### config.mk
export PLATFORM = sky130hd
export DESIGN_NAME = astar_sort_top
export DESIGN_NICKNAME = d
export VERILOG_FILES = /design/src/hw/astar_pkg.sv /design/src/hw/astar_sort_ifs.sv /design/src/hw/open_list_ram.sv /design/src/hw/octile_heuristic.sv /design/src/hw/bubble_sorter.sv /design/src/hw/wb_sort_regs.sv /design/src/hw/astar_sort_top.sv
export VERILOG_INCLUDE_DIRS = /design/src /design/src/hw
export SDC_FILE = /design/constraint.sdc
export NUM_CORES = 1
export LEC_CHECK = 0
export BUFFER_PORTS_ARGS = -buffer_cell sky130_fd_sc_hd__buf_2
export CORE_ASPECT_RATIO = 1.4
export CORE_MARGIN = 10
export CORE_UTILIZATION = 55
export CTS_CLUSTER_DIAMETER = 150
export DETAILED_ROUTE_END_ITERATION = 10
export GPL_ROUTABILITY_DRIVEN = 1
export MAX_ROUTING_LAYER = met4
export PLACE_DENSITY = 0.69
export SLEW_MARGIN = 20
export SYNTH_ARGS = -nofsm -noshare
export SYNTH_HDL_FRONTEND = slang
export SYNTH_SLANG_ARGS = --single-unit
### constraint.sdc
create_clock -name Clk -period 25.3 [get_ports Clk]
set_input_delay 1.265 -clock Clk [delete_from_list [all_inputs] [get_ports Clk]]
set_output_delay 1.265 -clock Clk [all_outputs]
set_load 0.03 [all_outputs]
### src/hw/astar_cfg.svh
`ifndef ASTAR_CFG_SVH
`define ASTAR_CFG_SVH

//////////////////////////////
// sizes
//////////////////////////////

`define ASTAR_COORD_W    8   // one grid coordinate
`define ASTAR_LIST_DEPTH 16  // open list entries
`define ASTAR_IDX_W      5   // index or count, holds 0..16
`define ASTAR_COST_W     16  // octile cost

//////////////////////////////
// wishbone address map
//////////////////////////////

`define ASTAR_WB_ADR_W   6   // word address
`define ASTAR_WB_DAT_W   16

// entry n at base + n, x in low byte, y in high byte
`define ASTAR_LIST_BASE  6'h20

`endif

### src/hw/astar_pkg.sv
`include "astar_cfg.svh"

package astar_pkg;

	typedef logic [`ASTAR_COORD_W-1:0] coord_t;

	// y first so that x lands in the low byte
	typedef struct packed {
		coord_t y;
		coord_t x;
	} node_t;

	typedef logic [`ASTAR_IDX_W-1:0] idx_t;    // list index or node count
	typedef logic [`ASTAR_COST_W-1:0] cost_t;  // scaled by 10 per straight step

	// sorter FSM
	typedef enum logic [1:0] {
		SORT_IDLE,
		SORT_SCAN,  // compare one pair
		SORT_SWAP,  // exchange that pair
		SORT_DONE
	} sort_state_e;

	// register addresses below the list window
	typedef enum logic [`ASTAR_WB_ADR_W-1:0] {
		REG_CTRL   = 6'h00,  // bit 0 write starts a sort
		REG_STATUS = 6'h01,  // bit 0 busy, bit 1 done
		REG_GOAL   = 6'h02,  // goal x low byte, goal y high byte
		REG_COUNT  = 6'h03   // number of nodes, max 16
	} reg_addr_e;

endpackage

### src/hw/astar_sort_ifs.sv
`timescale 1ns/1ps
`include "astar_cfg.svh"

// sorter view of the list, a neighbouring pair at a time
interface open_list_if;
	astar_pkg::idx_t pair_idx;   // left entry of the pair
	logic swap;                  // exchange the pair at this edge
	astar_pkg::node_t node_a;    // entry at pair_idx
	astar_pkg::node_t node_b;    // entry at pair_idx + 1

	modport sorter (output pair_idx, output swap, input node_a, input node_b);
	modport list (input pair_idx, input swap, output node_a, output node_b);
endinterface

// bus view of the list, one word at a time
interface list_bus_if;
	logic [$clog2(`ASTAR_LIST_DEPTH)-1:0] addr;
	logic we;
	astar_pkg::node_t wdata;
	astar_pkg::node_t rdata;     // combinational read

	modport host (output addr, output we, output wdata, input rdata);
	modport list (input addr, input we, input wdata, output rdata);
endinterface

### src/hw/open_list_ram.sv
`timescale 1ns/1ps
`include "astar_cfg.svh"

module open_list_ram (
	input logic Clk,
	open_list_if.list sort,
	list_bus_if.list bus
);

	localparam int AW = $clog2(`ASTAR_LIST_DEPTH);

	astar_pkg::node_t mem [`ASTAR_LIST_DEPTH];

	logic [AW-1:0] idx_a;
	logic [AW-1:0] idx_b;

	// the sorter never points past depth - 2, so the wrap is harmless
	assign idx_a = sort.pair_idx[AW-1:0];
	assign idx_b = idx_a + 1'b1;

	//////////////////////////////
	// read ports
	//////////////////////////////

	assign sort.node_a = mem[idx_a];
	assign sort.node_b = mem[idx_b];
	assign bus.rdata = mem[bus.addr];

	//////////////////////////////
	// write ports
	//////////////////////////////

	// bus writes are held off while the sorter runs, so the two never collide
	always_ff @(posedge Clk)
	begin
		if (sort.swap)
		begin
			mem[idx_a] <= mem[idx_b];  // exchange in one edge
			mem[idx_b] <= mem[idx_a];
		end
		else if (bus.we)
		begin
			mem[bus.addr] <= bus.wdata;
		end
	end

endmodule

### src/hw/octile_heuristic.sv
`timescale 1ns/1ps

module octile_heuristic (
	input astar_pkg::node_t node,
	input astar_pkg::node_t goal,
	output astar_pkg::cost_t cost
);

	astar_pkg::coord_t dx;
	astar_pkg::coord_t dy;
	astar_pkg::coord_t d_min;
	astar_pkg::coord_t d_max;
	astar_pkg::coord_t d_straight;
	astar_pkg::cost_t diag_cost;
	astar_pkg::cost_t straight_cost;

	// absolute distances on each axis
	assign dx = (node.x > goal.x) ? node.x - goal.x : goal.x - node.x;
	assign dy = (node.y > goal.y) ? node.y - goal.y : goal.y - node.y;

	assign d_min = (dx < dy) ? dx : dy;
	assign d_max = (dx < dy) ? dy : dx;
	assign d_straight = d_max - d_min;  // steps left after the diagonal run

	// 14 per diagonal step, 10 per straight step
	assign diag_cost = astar_pkg::cost_t'(d_min) * astar_pkg::cost_t'(14);
	assign straight_cost = astar_pkg::cost_t'(d_straight) * astar_pkg::cost_t'(10);

	// worst case 14 * 255 still fits in 16 bits
	assign cost = diag_cost + straight_cost;

endmodule

### src/hw/bubble_sorter.sv
`timescale 1ns/1ps

module bubble_sorter (
	input logic Clk,
	input logic Reset,
	input logic start,
	input astar_pkg::node_t goal,
	input astar_pkg::idx_t count,
	output logic busy,
	output logic done,
	open_list_if.sorter list
);

	astar_pkg::sort_state_e state;
	astar_pkg::idx_t pair_idx;
	logic swapped;          // a swap happened in this pass
	logic done_q;

	astar_pkg::cost_t cost_a;
	astar_pkg::cost_t cost_b;
	logic last_pair;
	logic do_swap;

	//////////////////////////////
	// pair costs
	//////////////////////////////

	octile_heuristic u_cost_a (
		.node (list.node_a),
		.goal (goal),
		.cost (cost_a)
	);

	octile_heuristic u_cost_b (
		.node (list.node_b),
		.goal (goal),
		.cost (cost_b)
	);

	// >= keeps the pass bounded even for a count below 2
	assign last_pair = (pair_idx + astar_pkg::idx_t'(2)) >= count;

	// strictly cheaper only, equal costs keep their order
	assign do_swap = (count >= astar_pkg::idx_t'(2)) && (cost_b < cost_a);

	assign list.pair_idx = pair_idx;
	assign list.swap = (state == astar_pkg::SORT_SWAP);

	assign busy = (state == astar_pkg::SORT_SCAN) || (state == astar_pkg::SORT_SWAP);
	assign done = done_q;

	//////////////////////////////
	// FSM
	//////////////////////////////

	always_ff @(posedge Clk or posedge Reset)
	begin
		if (Reset)
		begin
			state <= astar_pkg::SORT_IDLE;
			pair_idx <= '0;
			swapped <= 1'b0;
			done_q <= 1'b0;
		end
		else
		begin
			case (state)
				astar_pkg::SORT_IDLE, astar_pkg::SORT_DONE:
				begin
					if (start)
					begin
						state <= astar_pkg::SORT_SCAN;
						pair_idx <= '0;
						swapped <= 1'b0;
						done_q <= 1'b0;  // a new sort clears the old result
					end
				end
				astar_pkg::SORT_SCAN:
				begin
					if (do_swap)
						state <= astar_pkg::SORT_SWAP;  // pair stays put one more cycle
					else if (!last_pair)
						pair_idx <= pair_idx + 1'b1;
					else if (swapped)
					begin
						pair_idx <= '0;  // dirty pass, go again
						swapped <= 1'b0;
					end
					else
					begin
						state <= astar_pkg::SORT_DONE;  // clean pass
						done_q <= 1'b1;
					end
				end
				astar_pkg::SORT_SWAP:
				begin
					state <= astar_pkg::SORT_SCAN;
					if (last_pair)
					begin
						pair_idx <= '0;  // this pass swapped, so another one follows
						swapped <= 1'b0;
					end
					else
					begin
						pair_idx <= pair_idx + 1'b1;
						swapped <= 1'b1;
					end
				end
				default:
					state <= astar_pkg::SORT_IDLE;
			endcase
		end
	end

endmodule

### src/hw/wb_sort_regs.sv
`timescale 1ns/1ps
`include "astar_cfg.svh"

module wb_sort_regs (
	input logic Clk,
	input logic Reset,
	input logic wb_cyc,
	input logic wb_stb,
	input logic wb_we,
	input logic [`ASTAR_WB_ADR_W-1:0] wb_adr,
	input logic [`ASTAR_WB_DAT_W-1:0] wb_dat_w,
	output logic [`ASTAR_WB_DAT_W-1:0] wb_dat_r,
	output logic wb_ack,
	list_bus_if.host bus,
	output logic start,
	output astar_pkg::node_t goal,
	output astar_pkg::idx_t count,
	input logic busy,
	input logic done
);

	localparam int AW = $clog2(`ASTAR_LIST_DEPTH);
	localparam astar_pkg::idx_t MAX_COUNT = `ASTAR_LIST_DEPTH;

	logic access;      // new cycle, ack not yet given
	logic wr_access;
	logic [`ASTAR_WB_ADR_W-1:0] list_off;
	logic in_list;
	logic [`ASTAR_WB_DAT_W-1:0] rd_data;

	assign access = wb_cyc & wb_stb & ~wb_ack;
	assign wr_access = access & wb_we;

	// addresses below the base wrap to large offsets and miss the window
	assign list_off = wb_adr - `ASTAR_LIST_BASE;
	assign in_list = list_off < `ASTAR_LIST_DEPTH;

	//////////////////////////////
	// list path
	//////////////////////////////

	assign bus.addr = list_off[AW-1:0];
	assign bus.wdata = wb_dat_w;
	assign bus.we = wr_access & in_list & ~busy;  // dropped, still acked, while busy

	// one cycle wide since ack follows on the next edge
	assign start = wr_access & (wb_adr == astar_pkg::REG_CTRL) & wb_dat_w[0] & ~busy;

	always_comb
	begin
		rd_data = '0;  // unmapped reads return zero
		if (in_list)
			rd_data = bus.rdata;
		else
		begin
			case (wb_adr)
				astar_pkg::REG_STATUS: rd_data[1:0] = {done, busy};
				astar_pkg::REG_GOAL: rd_data = goal;
				astar_pkg::REG_COUNT: rd_data[`ASTAR_IDX_W-1:0] = count;
				default: rd_data = '0;
			endcase
		end
	end

	//////////////////////////////
	// ack and registers
	//////////////////////////////

	always_ff @(posedge Clk or posedge Reset)
	begin
		if (Reset)
			wb_ack <= 1'b0;
		else
			wb_ack <= access;  // single cycle even if stb stays high
	end

	always_ff @(posedge Clk)
	begin
		if (access & ~wb_we)
			wb_dat_r <= rd_data;
	end

	always_ff @(posedge Clk or posedge Reset)
	begin
		if (Reset)
		begin
			goal <= '0;
			count <= '0;
		end
		else if (wr_access)
		begin
			case (wb_adr)
				astar_pkg::REG_GOAL: goal <= wb_dat_w;
				astar_pkg::REG_COUNT:
				begin
					if (wb_dat_w > `ASTAR_LIST_DEPTH)
						count <= MAX_COUNT;  // saturate at list depth
					else
						count <= wb_dat_w[`ASTAR_IDX_W-1:0];
				end
				default: ;
			endcase
		end
	end

endmodule

### src/hw/astar_sort_top.sv
`timescale 1ns/1ps
`include "astar_cfg.svh"

module astar_sort_top (
	input logic Clk,
	input logic Reset,
	input logic wb_cyc,
	input logic wb_stb,
	input logic wb_we,
	input logic [`ASTAR_WB_ADR_W-1:0] wb_adr,
	input logic [`ASTAR_WB_DAT_W-1:0] wb_dat_w,
	output logic [`ASTAR_WB_DAT_W-1:0] wb_dat_r,
	output logic wb_ack,
	output logic done
);

	logic start;
	logic busy;
	astar_pkg::node_t goal;
	astar_pkg::idx_t count;

	open_list_if sort_if ();
	list_bus_if bus_if ();

	// host side, registers and list window
	wb_sort_regs u_regs (
		.Clk      (Clk),
		.Reset    (Reset),
		.wb_cyc   (wb_cyc),
		.wb_stb   (wb_stb),
		.wb_we    (wb_we),
		.wb_adr   (wb_adr),
		.wb_dat_w (wb_dat_w),
		.wb_dat_r (wb_dat_r),
		.wb_ack   (wb_ack),
		.bus      (bus_if.host),
		.start    (start),
		.goal     (goal),
		.count    (count),
		.busy     (busy),
		.done     (done)
	);

	bubble_sorter u_sorter (
		.Clk   (Clk),
		.Reset (Reset),
		.start (start),
		.goal  (goal),
		.count (count),
		.busy  (busy),
		.done  (done),
		.list  (sort_if.sorter)
	);

	open_list_ram u_list (
		.Clk  (Clk),
		.sort (sort_if.list),
		.bus  (bus_if.list)
	);

endmodule

==> results of run 1 <==
==> area by class of cell <==
class | count | area share
sequential | 303 | 0.3275
tap | 617 | 0.02824
multi-input combinational | 1707 | 0.5687
clock buffer | 38 | 0.02934
clock inverter | 20 | 0.006682
timing repair buffer | 89 | 0.02060
inverter | 138 | 0.01895
==> layer usage <==
metal,part of all wire,track usage,up-vias
li1,-,-,8648
met1,0.32,0.3220,9761
met2,0.51,0.5113,1322
met3,0.10,0.05144,306
met4,0.060,0.1572,0
met5,0,-,-
==> worst max-delay path, delay by kind of cell (launching register included) <==
| kind | cells | cell delay [ns] |
|---|---|---|
| simple gates | 9 | 2.34 |
| fa+ha+maj | 8 | 2.78 |
| compound gates | 17 | 4.94 |
| mux | 4 | 1.91 |
| flops | 1 | 0.64 |
| buf+inv | 5 | 1.91 |
| xor+xnor | 1 | 0.23 |
==> synth_stat cells, types with 12 or more instances <==
library cell,instances
xnor2_1,49
buf_1,28
a31oi_1,27
dfrtp_1,31
clkbuf_1,121
a21o_1,31
a211oi_1,33
and2_1,29
o21ai_0,53
a21oi_1,325
nor2_1,310
mux2_2,33
nand2_1,93
nor2b_1,13
inv_1,137
xor2_1,28
ha_1,166
nor3_1,12
nand4_1,16
fa_1,28
nand3_1,22
mux2i_1,46
o21bai_1,15
buf_2,28
edfxtp_1,272
mux4_2,224
a22o_1,18
==> cell families (layout without fill, tap and decap cells) <==
| group | after synthesis | in the layout | share of synthesized area |
|---|---|---|---|
| AOI/OAI and AO/OA | 570 | 570 | 0.1363 |
| xor gates and xnor gates | 78 | 78 | 0.02708 |
| adders and majority gates | 196 | 196 | 0.1042 |
| buffers and inverters | 319 | 285 | 0.04949 |
| DFF | 303 | 303 | 0.3506 |
| muxes | 313 | 313 | 0.2355 |
| and+or+nand+nor | 550 | 550 | 0.09677 |
==> sequential cells by signal, summed over array words and instances (netlist names) <==
name,count
u_sorter.state,2
u_regs.wb_dat_r,16
u_sorter.list.pair_idx,5
u_regs.goal,16
u_sorter.swapped,1
u_regs.count,5
u_list.mem,256
u_sorter.done,1
u_regs.wb_ack,1
==> final timing paths <==
check                                             to  slack (ns)  depth (start not counted)
min reg2reg                            u_regs.wb_ack        0.49                          1
max                        u_sorter.list.pair_idx[2]       10.25                         44
max in group asynchronous  u_sorter.list.pair_idx[0]       24.17                          3
min                                    u_regs.wb_ack        0.49                          1
min in group asynchronous              u_regs.wb_ack        0.78                          3
max reg2reg                u_sorter.list.pair_idx[2]       10.25                         44
==> metrics by stage <==
stage / area, sq um / cells / setup slack, ns / utilization / hold slack [ns]
after global placement: 26320 / 2854 / 10.70 / 0.5726 / 0.4585
final: 27340 / 2912 / 10.25 / 0.5948 / 0.4909
after global routing: 27340 / 2912 / 9.456 / 0.5948 / 0.5179
after CTS: 27340 / 2912 / 10.42 / 0.5948 / 0.4933
after floorplan: 25510 / 2329 / 12.55 / - / 0.4800
after detailed placement: 26350 / 2854 / 10.46 / 0.5734 / 0.4849
==> summary.txt, run 1 <==
GRT
  – Total gr overflow: 0
  – GR Util All Layers: 0.2961
  – Vias in the first global route: 19760
  – Initial antenna violation count: 0
  – Largest net degree at the start of global routing: 62
  – First-pass GRT wire length: 120.3 mm

Clock tree
  – Max clock buf depth: 3
  – Post-CTS Hold Buffers: 0
  – Root Driver: clkbuf_16
  – Worst-path clk slew: 0.06 ns
  – Clk sinks: 303
  – Post-CTS Setup Bufs: 0
  – Worst-Skew Late Latency: 0.60 ns
  – CTS buffer count: 31
  – Cts repair resizes: 0
  – H-tree depth: 1
  – CTS tree: built

Outcome
  – Status: finished, final reports clean

Floorplanning
  – Die H: 274.8 um
  – Die area: 55520 sq um
  – I/O pins: 45
  – Initial Utilization: 0.5550
  – Die Wd: 202.0 um
  – Rows: 93
  – Core area: 45960 sq um

Synth
  – Syn_area_per_cell: 10.95 sq um
  – Mapped cell area: 25510 sq um
  – Largest area contributor in the netlist: edfxtp_1
  – Post-synth cell types: 88
  – FFs w/ async S/R, synth: 0.1023
  – Syn Inst Count: 2329
  – Top cells by area, synth: edfxtp_1, mux4_2, ha_1, a21oi_1, nor2_1
  – Number of synthesized flops with an enable pin: 272
  – Synth warn: 0
  – Post-synthesis sequential area ratio: 0.3506
  – Synth top area share: 0.3202
  – Synthesized Nets: 2550
  – Main flop type after synthesis: edfxtp_1
  – Yosys reg bits: 303

STA
  – Worst-Margin Slew: 1.141 ns
  – Crit share post-route: 0.5950
  – # setup viols final: 0
  – Max Freq: 66.43 MHz
  – Final min period: 15.05 ns
  – Final setup skew: 0.03361 ns
  – Final hold vios: 0
  – Final Slew Violations: 0
  – Max_slew headroom: 0.2362
  – Setup TNS: 0 ns
  – RSZ-0062 raised after global routing: false

Worst setup path
  – CP max stage delay: 0.91 ns
  – CP Class: flip-flop to flip-flop
  – R2r startpoint: u_sorter.list.pair_idx[0]
  – Setup crit start: u_sorter.list.pair_idx[0]
  – CP endpoint kind: flip-flop
  – Cell mode on critical path: ha_1
  – Worst Path Max Fanout: 61
  – Startpoint types: flip-flop
  – Slowest CP cell: nor2_1
  – Arr. time, crit path: 15.50 ns
  – CP Data Required Time: 25.75 ns

Layout
  – N_diodes: 0
  – Layout Nets: 2491
  – Sequential Area: 8952 sq um
  – Commonest non-fill, non-tap cell in the layout: a21oi_1
  – FILL cells: 3746
  – Share of cells above drive strength 1: 0.2035
  – Commonest cells after routing, fill and taps aside: a21oi_1, nor2_1, edfxtp_1, mux4_2, ha_1
  – Area delta synth->final: 7.166%
  – Multi-input logic area: 15550 sq um

Flow run
  – Max_cap viols: 0

Placement
  – Post-DP HPWL: 54.78 mm
  – Input/output buffers: 44
  – Routability cong.: 0.9116

Route
  – DRT Pass-1 Iters: 7
  – Vias: 20040
  – DR iter-0 viols: 2437
  – # DRC: 0
  – Drt wl/cell: 28.00 um
  – Post-route ant nets: 0
  – Vias per cell: 6.881
  – Total wire length: 81.55 mm

Worst hold path
  – Worst Hold Class: flip-flop to flip-flop
  – HP Start: u_regs.wb_ack
Power of run 1 is not shown: default switching activity piles up to over one toggle a cycle in this logic, so the estimate is an artifact.
==> run 2: changes to the inputs <==
==> constraint.sdc (replaced) <==
create_clock -name Clk -period 14.2 [get_ports Clk]
set_input_delay 0.71 -clock Clk [delete_from_list [all_inputs] [get_ports Clk]]
set_output_delay 0.71 -clock Clk [all_outputs]
set_load 0.03 [all_outputs]
==> summary.txt, run 2 (synthesized netlist as in run 1, its figures left out) <==
Placement
  – Routability cong.: 0.9381
  – Dpl cells: 2870
  – DP Worst Slack: 0.6526 ns
  – Placed Area: 26450 sq um
  – Input/output buffers: 44
  – Post-DP HPWL: 55.89 mm

Worst setup path
  – R2R cell count: 46
  – Worst Path Max Fanout: 27
  – CP max stage delay: 0.75 ns
  – Startpoint types: flip-flop
  – CP endpoint kind: flip-flop
  – Arr. time, crit path: 13.73 ns
  – CP Data Required Time: 14.68 ns
  – Cell mode on critical path: ha_1
  – Slowest CP cell: dfrtp_4
  – CP Class: flip-flop to flip-flop
  – Reg-to-reg slack, setup: 0.95 ns

STA
  – Final min period: 13.25 ns
  – Setup slack after layout: 0.9507 ns
  – Max_slew headroom: 0.2581
  – Max Freq: 75.48 MHz
  – # setup viols final: 0
  – Final hold vios: 0
  – RSZ-0062 raised after global routing: false
  – Final setup skew: 0.01913 ns
  – Crit share post-route: 0.9330
  – Final Slew Violations: 0
  – Worst-Margin Slew: 1.109 ns
  – Setup TNS: 0 ns

Floorplanning
  – Die area: 55520 sq um
  – Die Wd: 202.0 um
  – Die H: 274.8 um
  – Rows: 93
  – Core area: 45960 sq um
  – Initial Utilization: 0.5550
  – I/O pins: 45

Route
  – # DRC: 0
  – DRT Pass-1 Iters: 6
  – Vias: 20220
  – Post-route ant nets: 0
  – Vias per cell: 6.905
  – Drt wl/cell: 27.67 um
  – DR iter-0 viols: 2443
  – Total wire length: 81.03 mm

Worst hold path
  – Worst Hold Class: input pin to async pin

Clock tree
  – CTS buffer count: 30
  – Worst-Skew Late Latency: 0.59 ns
  – Worst-path clk slew: 0.07 ns
  – Max clock buf depth: 3
  – CTS tree: built
  – H-tree depth: 1
  – Root Driver: clkbuf_16
  – Clk sinks: 303

GRT
  – Total gr overflow: 0
  – GR Util All Layers: 0.2954
  – First-pass GRT wire length: 121.1 mm
  – Vias in the first global route: 19970
  – Initial antenna violation count: 0
  – Largest net degree at the start of global routing: 71

Layout
  – Sequential Area: 8952 sq um
  – Area delta synth->final: 7.711%
  – Fin area: 27480 sq um
  – Commonest cells after routing, fill and taps aside: a21oi_1, nor2_1, edfxtp_1, mux4_2, ha_1
  – Share of cells above drive strength 1: 0.2049
  – Largest registers: u_list.mem (256), u_regs.goal (16), u_regs.wb_dat_r (16)
  – Multi-input logic area: 15490 sq um
  – FILL cells: 3715
  – Post-route insts no fill: 2928
  – Largest register FFs: 256
  – Largest register by flop count: u_list.mem
  – Commonest non-fill, non-tap cell in the layout: a21oi_1
  – Layout Nets: 2507

Flow run
  – Max_cap viols: 0

Outcome
  – Status: finished, final reports clean
## run 2: final timing paths
path / startpoint / end
worst max-delay path: u_sorter.list.pair_idx[1] / u_sorter.list.pair_idx[3]
worst min-delay path: Reset / u_sorter.list.pair_idx[0]
worst max register to register: u_sorter.list.pair_idx[1] / u_sorter.list.pair_idx[3]
worst min register to register: u_regs.wb_ack / u_regs.wb_ack
max in group asynchronous: Reset / u_regs.goal[11]
min in group Clk: wb_stb / u_regs.wb_ack
## run 2: cell type report
class / instances / area share
clock buffers: 39 / 0.02933
multi-input cells: 1707 / 0.5638
inverters: 138 / 0.01885
well taps: 617 / 0.02810
clock inverters: 16 / 0.006557
diodes: 2 / 0.0001821
repair buffers: 106 / 0.02741
flip-flops and latches: 303 / 0.3258
## run 2: what timing repair did
action | 4_1_cts | 5_1_grt
endpoints found under the hold margin | 0 | 0
resized for setup | 0 | 1
endpoints found under the setup margin | 0 | 6
setup buffers | 0 | 1
hold buffers | 0 | 0
## run 2: critical path, delay by kind of cell, from the launching register on
family | cells | cell delay [ns]
buf+inv | 4 | 1.07
mux | 3 | 0.88
xor+xnor | 5 | 1.38
flops | 1 | 0.75
compound gates | 18 | 5.12
fa+ha+maj | 7 | 2.26
simple gates | 9 | 1.66
## run 2: per-stage QoR
| stage | utilization | hold slack, ns |
|---|---|---|
| after floorplan | - | 0.4800 |
| after global placement | 0.5750 | 0.4615 |
| after detailed placement | 0.5755 | 0.5157 |
| after CTS | 0.5970 | 0.1998 |
| after global routing | 0.5977 | 0.2379 |
| final | 0.5978 | 0.1947 |
## run 2: metal layers
layer  vias up  GRT usage  share of wire
li1       8667          -              -
met1      9903     0.3227           0.32
met2      1293     0.5020           0.51
met3       355    0.04356          0.095
met4         0     0.1849          0.073
met5         -          -              0
Power of run 2 is left out for the same reason.
